[src/design/interpPkg.sv]
package interpPkg;

    typedef logic signed [17:0] sampleT;   // Q1.17 baseband sample
    typedef logic signed [47:0] cicWordT;
    typedef logic [17:0]        mantissaT; // unsigned Q1.17
    typedef logic [4:0]         exponentT;
    typedef logic [11:0]        busAddrT;  // host word address
    typedef logic [31:0]        busDataT;

    typedef struct packed {
        logic     bypass;
        logic     test;
        logic     invert;
        sampleT   testValue;
        exponentT exponent;
        mantissaT mantissa;
    } ctrlT;

    // host register map
    localparam busAddrT ctrlAddr = 12'd0;
    localparam busAddrT testAddr = 12'd1;
    localparam busAddrT gainAddr = 12'd2;

    // bits outside each mask are not implemented and read as zero
    localparam busDataT ctrlMask = 32'h0000_0007;
    localparam busDataT testMask = 32'h0003_ffff;
    localparam busDataT gainMask = 32'h1f03_ffff;

    localparam int cicOrder   = 3;
    localparam int interpRate = 4;
    // DC gain for a zero-stuffed input is the rate to the power order - 1
    localparam int cicGrowth  = interpRate ** (cicOrder - 1);

    typedef enum logic {
        idle,
        run
    } compStateT;

endpackage

[src/design/interpRegs.sv]
`timescale 1ns/1ps

module interpRegs (
    input  logic               clk,
    input  logic               reset,
    input  logic               cs,
    input  interpPkg::busAddrT addr,
    input  interpPkg::busDataT din,
    input  logic               wr0,
    input  logic               wr1,
    input  logic               wr2,
    input  logic               wr3,
    output interpPkg::busDataT dout,
    output interpPkg::ctrlT    ctrl
);

    interpPkg::busDataT ctrlWord;
    interpPkg::busDataT testWord;
    interpPkg::busDataT gainWord;
    logic [3:0]         laneWe;

    function automatic interpPkg::busDataT laneWrite(
        input interpPkg::busDataT old,
        input interpPkg::busDataT data,
        input logic [3:0]         lanes,
        input interpPkg::busDataT mask
    );
        interpPkg::busDataT merged;
        merged = old;
        for (int i = 0; i < 4; i++) begin
            if (lanes[i]) begin
                merged[8*i +: 8] = data[8*i +: 8];
            end
        end
        return merged & mask;
    endfunction

    assign laneWe = cs ? {wr3, wr2, wr1, wr0} : 4'b0000;

    always_ff @(posedge clk) begin
        if (reset) begin
            ctrlWord <= '0;
            testWord <= '0;
            gainWord <= '0;
        end else if (|laneWe) begin
            case (addr)
                interpPkg::ctrlAddr: ctrlWord <= laneWrite(ctrlWord, din, laneWe, interpPkg::ctrlMask);
                interpPkg::testAddr: testWord <= laneWrite(testWord, din, laneWe, interpPkg::testMask);
                interpPkg::gainAddr: gainWord <= laneWrite(gainWord, din, laneWe, interpPkg::gainMask);
                default: ;                          // writes to unmapped words are dropped
            endcase
        end
    end

    always_comb begin
        dout = '0;
        if (cs) begin
            case (addr)
                interpPkg::ctrlAddr: dout = ctrlWord;
                interpPkg::testAddr: dout = testWord;
                interpPkg::gainAddr: dout = gainWord;
                default:             dout = '0;
            endcase
        end
    end

    always_comb begin
        ctrl.bypass    = ctrlWord[0];
        ctrl.test      = ctrlWord[1];
        ctrl.invert    = ctrlWord[2];
        ctrl.testValue = testWord[17:0];
        ctrl.exponent  = gainWord[28:24];
        ctrl.mantissa  = gainWord[17:0];
    end

endmodule

[src/design/cicComp.sv]
`timescale 1ns/1ps

module cicComp (
    input  logic              clk,
    input  logic              reset,
    input  logic              clkEn,
    input  interpPkg::sampleT compIn,
    output interpPkg::sampleT compOut
);

    interpPkg::sampleT    taps [3];       // taps[0] is the newest sample
    interpPkg::compStateT state;
    logic [1:0]           fillCnt;
    logic signed [22:0]   centre;
    logic signed [22:0]   firSum;         // eight times the filter output

    // -1/8, 5/4, -1/8 scaled by eight so only shifts and adds are needed
    always_comb begin
        centre = taps[1];
        firSum = (centre <<< 3) + (centre <<< 1) - taps[0] - taps[2];
    end

    always_ff @(posedge clk) begin
        if (reset) begin
            taps[0] <= '0;
            taps[1] <= '0;
            taps[2] <= '0;
            state   <= interpPkg::idle;
            fillCnt <= '0;
            compOut <= '0;
        end else if (clkEn) begin
            taps[0] <= compIn;
            taps[1] <= taps[0];
            taps[2] <= taps[1];
            case (state)
                interpPkg::idle: begin
                    compOut <= '0;
                    fillCnt <= fillCnt + 2'd1;
                    if (fillCnt == 2'd2) begin
                        state <= interpPkg::run;  // third sample lands in the line now
                    end
                end
                interpPkg::run: begin
                    compOut <= firSum[20:3];
                end
                default: begin
                    state <= interpPkg::idle;
                end
            endcase
        end
    end

endmodule

[src/design/cicInterpolate.sv]
`timescale 1ns/1ps

module cicInterpolate (
    input  logic               clk,
    input  logic               reset,
    input  logic               clkEn,
    input  interpPkg::sampleT  dIn,
    output interpPkg::cicWordT dOut
);

    interpPkg::cicWordT combDly [interpPkg::cicOrder];
    interpPkg::cicWordT combVal [interpPkg::cicOrder + 1];
    interpPkg::cicWordT stuffed;
    interpPkg::cicWordT integ [interpPkg::cicOrder];

    // comb chain is combinational between the input-rate delay registers
    always_comb begin
        combVal[0] = interpPkg::cicWordT'(dIn);
        for (int i = 0; i < interpPkg::cicOrder; i++) begin
            combVal[i+1] = combVal[i] - combDly[i];
        end
    end

    always_ff @(posedge clk) begin
        if (reset) begin
            for (int i = 0; i < interpPkg::cicOrder; i++) begin
                combDly[i] <= '0;
            end
        end else if (clkEn) begin
            for (int i = 0; i < interpPkg::cicOrder; i++) begin
                combDly[i] <= combVal[i];
            end
        end
    end

    // zero stuffing up to the clock rate
    always_ff @(posedge clk) begin
        if (reset) begin
            stuffed <= '0;
        end else begin
            stuffed <= clkEn ? combVal[interpPkg::cicOrder] : '0;
        end
    end

    // integrators run every clock; the word is wide enough that wrap never happens
    always_ff @(posedge clk) begin
        if (reset) begin
            for (int i = 0; i < interpPkg::cicOrder; i++) begin
                integ[i] <= '0;
            end
        end else begin
            integ[0] <= integ[0] + stuffed;
            for (int i = 1; i < interpPkg::cicOrder; i++) begin
                integ[i] <= integ[i] + integ[i-1];
            end
        end
    end

    assign dOut = integ[interpPkg::cicOrder - 1];

endmodule

[src/design/gainScale.sv]
`timescale 1ns/1ps

module gainScale (
    input  logic                clk,
    input  logic                reset,
    input  interpPkg::cicWordT  dIn,
    input  interpPkg::exponentT exponent,
    input  interpPkg::mantissaT mantissa,
    output interpPkg::sampleT   dOut
);

    interpPkg::sampleT  window;
    logic signed [36:0] product;

    always_ff @(posedge clk) begin
        if (reset) begin
            window  <= '0;
            product <= '0;
        end else begin
            // arithmetic shift keeps the sign when the window runs past bit 47
            window  <= interpPkg::sampleT'(dIn >>> exponent);
            product <= window * $signed({1'b0, mantissa});
        end
    end

    assign dOut = product[34:17];             // back to Q1.17 after the Q1.17 mantissa

endmodule

[src/design/interpolate.sv]
`timescale 1ns/1ps

module interpolate (
    input  logic               clk,
    input  logic               reset,
    input  logic               clkEn,
    input  logic               cs,
    input  logic               wr0,
    input  logic               wr1,
    input  logic               wr2,
    input  logic               wr3,
    input  interpPkg::busAddrT addr,
    input  interpPkg::busDataT din,
    output interpPkg::busDataT dout,
    input  interpPkg::sampleT  dataIn,
    output interpPkg::sampleT  dataOut
);

    interpPkg::ctrlT    ctrl;
    interpPkg::sampleT  compOut;
    interpPkg::cicWordT cicOut;
    interpPkg::sampleT  scaled;
    logic [1:0]         bypassHist;           // bit 0 is the newest clkEn sample
    logic               cicClear;
    logic               cicReset;

    interpRegs regs (
        .clk(clk), .reset(reset),
        .cs(cs), .addr(addr), .din(din),
        .wr0(wr0), .wr1(wr1), .wr2(wr2), .wr3(wr3),
        .dout(dout),
        .ctrl(ctrl)
    );

    always_ff @(posedge clk) begin
        if (reset) begin
            bypassHist <= '0;
            cicClear   <= 1'b0;
        end else if (clkEn) begin
            bypassHist <= {bypassHist[0], ctrl.bypass};
            cicClear   <= bypassHist[1] & ~bypassHist[0];  // held for one input period
        end
    end

    assign cicReset = reset | cicClear;

    cicComp comp (
        .clk(clk), .reset(reset), .clkEn(clkEn),
        .compIn(dataIn),
        .compOut(compOut)
    );

    cicInterpolate cic (
        .clk(clk), .reset(cicReset), .clkEn(clkEn),
        .dIn(compOut),
        .dOut(cicOut)
    );

    gainScale gain (
        .clk(clk), .reset(reset),
        .dIn(cicOut),
        .exponent(ctrl.exponent),
        .mantissa(ctrl.mantissa),
        .dOut(scaled)
    );

    always_ff @(posedge clk) begin
        if (reset) begin
            dataOut <= '0;
        end else if (ctrl.test) begin
            dataOut <= ctrl.testValue;
        end else if (ctrl.bypass) begin
            if (clkEn) begin
                dataOut <= ctrl.invert ? -dataIn : dataIn;
            end
        end else begin
            dataOut <= ctrl.invert ? -scaled : scaled;
        end
    end

endmodule

[config.mk]
export PLATFORM = sky130hd
export DESIGN_NAME = interpolate
export DESIGN_NICKNAME = d
export VERILOG_FILES = /design/src/design/interpPkg.sv /design/src/design/interpRegs.sv /design/src/design/cicComp.sv /design/src/design/cicInterpolate.sv /design/src/design/gainScale.sv /design/src/design/interpolate.sv
export SDC_FILE = /design/constraint.sdc
export NUM_CORES = 2
export LEC_CHECK = 0
export BUFFER_PORTS_ARGS = -buffer_cell sky130_fd_sc_hd__buf_2
export CELL_PAD_IN_SITES_DETAIL_PLACEMENT = 1
export CELL_PAD_IN_SITES_GLOBAL_PLACEMENT = 1
export CORE_ASPECT_RATIO = 0.6
export CORE_MARGIN = 10
export CORE_UTILIZATION = 50
export DETAILED_ROUTE_END_ITERATION = 6
export HOLD_SLACK_MARGIN = 0.02
export PLACE_DENSITY = 0.91
export SLEW_MARGIN = 0
export SYNTH_ARGS = -nofsm -noshare
export SYNTH_HDL_FRONTEND = slang
export SYNTH_SLANG_ARGS = --single-unit
export TNS_END_PERCENT = 20
[constraint.sdc]
create_clock -name clk -period 13.05 [get_ports clk]
set_clock_uncertainty 0.1 [all_clocks]
set_input_delay 0.6525 -clock clk [delete_from_list [all_inputs] [get_ports clk]]
set_output_delay 0.6525 -clock clk [all_outputs]
set_load 0.005 [all_outputs]
==> results by group <==
Outcome
  – Status: finished, final reports clean

Routing
  – Drt total wl: 150000 um
  – Initial DRC Count: 4117
  – Routed via count: 37802
  – DR pass1 iterations: 6
  – Via density per instance: 6.26
  – Routed len/inst: 24.9 um
  – Routed Antenna Nets: 0
  – Post-route DRC: 0

Timing
  – Worst slew pin tran: 1.30 ns
  – Final setup fails: 0
  – RSZ-0062 raised after global routing: false
  – Fmax: 111 MHz
  – Min Tclk post-route: 8.97 ns
  – Relative slew slack: 13.2%
  – Max Slew Vio Count: 0
  – Fin crit share: 68.7%
  – Hold Fails Final Rpt: 0
  – TNS Setup: 0 ns

Synthesis
  – Synth top area share: 14.4%
  – Synth area leader: dfxtp_1
  – Mux cell area share after synthesis: 4.67%
  – Mapped cell area: 43500 um2
  – Synth Warn #: 0
  – Ranking of synthesized cells by area: dfxtp_1 14%, fa_1 14%, edfxtp_1 12%, ha_1 11%, inv_1 4.4%
  – Largest family of logic cells by synthesized area: adder cells
  – Yosys reg bits: 482
  – Cell count after synthesis: 4896
  – Synth cell types: 86
  – Compound-cell area share of the yosys netlist: 15.5%
  – XOR/XNOR share of the synthesized area: 5.26%
  – Adder-cell area share of the yosys netlist: 25.0%
  – Number of synthesized flops with an enable pin: 168
  – Post-synth ARST share: 0%
  – Post-Synthesis Mean Instance Area: 8.89 um2
  – Primary FF master, synth: dfxtp_1
  – Register area share after synthesis: 26.0%
  – Post-Synth Simple-Gate Area: 17.0%

Clock tree
  – CTS Hold Bufs: 0
  – Root Driver: clkbuf_16
  – CTS tree: done
  – Htree depth: 2
  – Inserted Clock Buffers: 50
  – Post-CTS Setup Bufs: 0
  – Longest Clk Path Bufs: 3
  – Clock Sinks: 482
  – Resized cells post-CTS: 0
  – Clk_lat worst skew: 0.67 ns
  – CTS clk-pin slew, worst paths: 0.07 ns

Global route
  – Vias in the first global route: 40322
  – First-pass GRT wire length: 234000 um
  – Largest net degree at the start of global routing: 106
  – Gr usage total: 29.0%
  – Initial antenna violation count: 3
  – Grt total ovfl: 0

Worst setup path
  – Crit path kind: reg -> reg
  – Crit end category: flop
  – Critical Path Start Type: flop
  – Slowest CP cell: o31ai_1
  – CP max FO: 15
  – WP data arrival: 9.38 ns
  – Crit-path max cell delay: 0.64 ns
  – Cell mode on critical path: a21o_1
  – Critical Path RT: 13.46 ns

Place
  – RD Place Congestion: 0.927
  – Placed cells: 5946
  – PortBufs: 101
  – Detail Placement HPWL: 112000 um

Floorplan
  – Die Span X: 401 um
  – Die Span Y: 249 um
  – Initial Util: 50.6%
  – Cell row count: 83
  – Die area: 99700 um2
  – IO Pins: 120
  – Core ar.: 86000 um2

Cells and area
  – Reg area: 11300 um2
  – Post-Layout Cell Count: 6041
  – Area of the multi-input gates: 29400 um2
  – Final net count: 5612
  – Layout cell share with drive strength beyond 1: 6.21%
  – Layout fillers: 9970
  – P&R area growth vs syn: 6.52%

Power
  – Tot Pwr: 8.29 mW
  – Leakage: 20.8 nW
  – PwrDens: 179 nW/um2
  – Max VDD drop: 0.000154 V

Worst hold path
  – Hold WC Path Type: in -> reg

Flow run
  – Max Cap Viol: 0
==> logic make-up after synthesis <==
logic type	Yosys count
other	1
AO/OA/AOI/OAI	1038
flip-flops	482
adder cells (fa/ha/maj)	691
XOR/XNOR	260
multiplexers	148
buffers and inverters	739
AND/OR/NAND/NOR	1537
==> per-layer routing <==
metal	track usage, %	share of wire, %	up-vias	wire length (um)
met5	0	0.0067	-	10
met1	39.6	43	18948	64000
met4	9.20	3.3	2	5010
met2	45.8	45	1881	67200
li1	-	-	16543	-
met3	5.93	9.4	428	14100
==> stage by stage <==
stage               hold WS [ns]  cell area [um2]  worst slack [ns]  util [%]
finish                     0.158            46400              4.08      53.9
global route               0.182            46400              3.68      53.9
CTS                        0.140            46400              4.45      53.9
detailed placement         0.381            44800              4.55      52.1
global placement           0.372            44800              4.91      52.1
floorplan                  0.345            43600              6.27         -
==> area by class of cell <==
type / instances / area share (%)
diodes: 1 / 0.00539
clock buffers: 69 / 3.03
clock inverters: 25 / 0.434
inverters: 506 / 4.09
multi-input cells: 3683 / 63.4
flip-flops and latches: 482 / 24.4
well taps: 1147 / 3.09
repair buffers: 128 / 1.53
==> where the power goes <==
group,switching (mW),internal (mW)
sequential,0.316,1.87
clock,0.731,0.767
combinational,2.87,1.74
==> flip-flops by register name (all words and copies together), names as in the netlist, 23 cells and up <==
name,flops
comp.taps,54
regs.gainWord,23
cic.combDly,114
cic.stuffed,48
cic.integ,144
==> synth_stat cells, drive strengths merged, types with 8 or more instances <==
master,instances
o21ai,190
fa,298
xnor2,149
a2111oi,8
a21o,200
dfxtp,314
o31a,10
o31ai,31
ha,393
nand3,67
a21oi,291
a31oi,33
a41oi,14
o41ai,9
inv,505
a211oi,71
and2,296
edfxtp,168
nor2b,48
a22oi,16
mux4,43
or3,30
nand2,407
nand2b,56
or2,13
buf,26
a221oi,11
o21bai,42
nand4,33
xor2,110
nor3,60
a21boi,8
mux2i,98
clkbuf,206
nor2,454
o21a,38
and3,35
o211ai,15
==> path summary, 6_finish.rpt <==
kind                                  startpoint               end  slack (ns)  depth (start not counted)
worst max-delay path             comp.compOut[0]   cic.stuffed[46]        4.08                         34
worst min-delay path                      din[9]  regs.testWord[9]        0.16                          3
worst max register to register   comp.compOut[0]   cic.stuffed[46]        4.08                         34
worst min register to register  comp.compOut[13]  comp.compOut[13]        0.40                          2
==> cell usage in the layout, fill, tap and decap left out, types with 8 or more instances in the layout <==
master / n
dfxtp_1: 310
xnor2_1: 149
a221oi_1: 11
clkbuf_1: 12
or2_2: 12
nand2b_1: 55
or3_1: 25
o21a_1: 38
edfxtp_1: 168
mux2i_1: 98
nand4_1: 33
and2_1: 295
fa_1: 298
conb_1: 9
nand2_1: 407
nor2_1: 454
nor3_1: 60
nand3_1: 67
nor2b_1: 46
buf_4: 28
a211oi_1: 69
xor2_1: 110
ha_1: 393
o211ai_1: 15
and3_1: 35
mux4_2: 42
a31oi_1: 32
a21oi_1: 291
a21o_1: 200
a41oi_1: 14
o31a_1: 10
o21bai_1: 42
clkbuf_16: 51
inv_1: 504
buf_2: 100
o31ai_1: 30
a21boi_0: 8
a22oi_1: 16
o21ai_0: 186
==> critical path, delay by kind of cell, from the launching register on <==
kind                       cells  cell delay [ns]
AOI/OAI and AO/OA             20             5.50
adders and majority gates      4             1.43
and+or+nand+nor                5             0.64
xor gates and xnor gates       2             0.42
buffers and inverters          3             0.38
DFF                            1             0.31
Power figures use the tool's default switching activity.
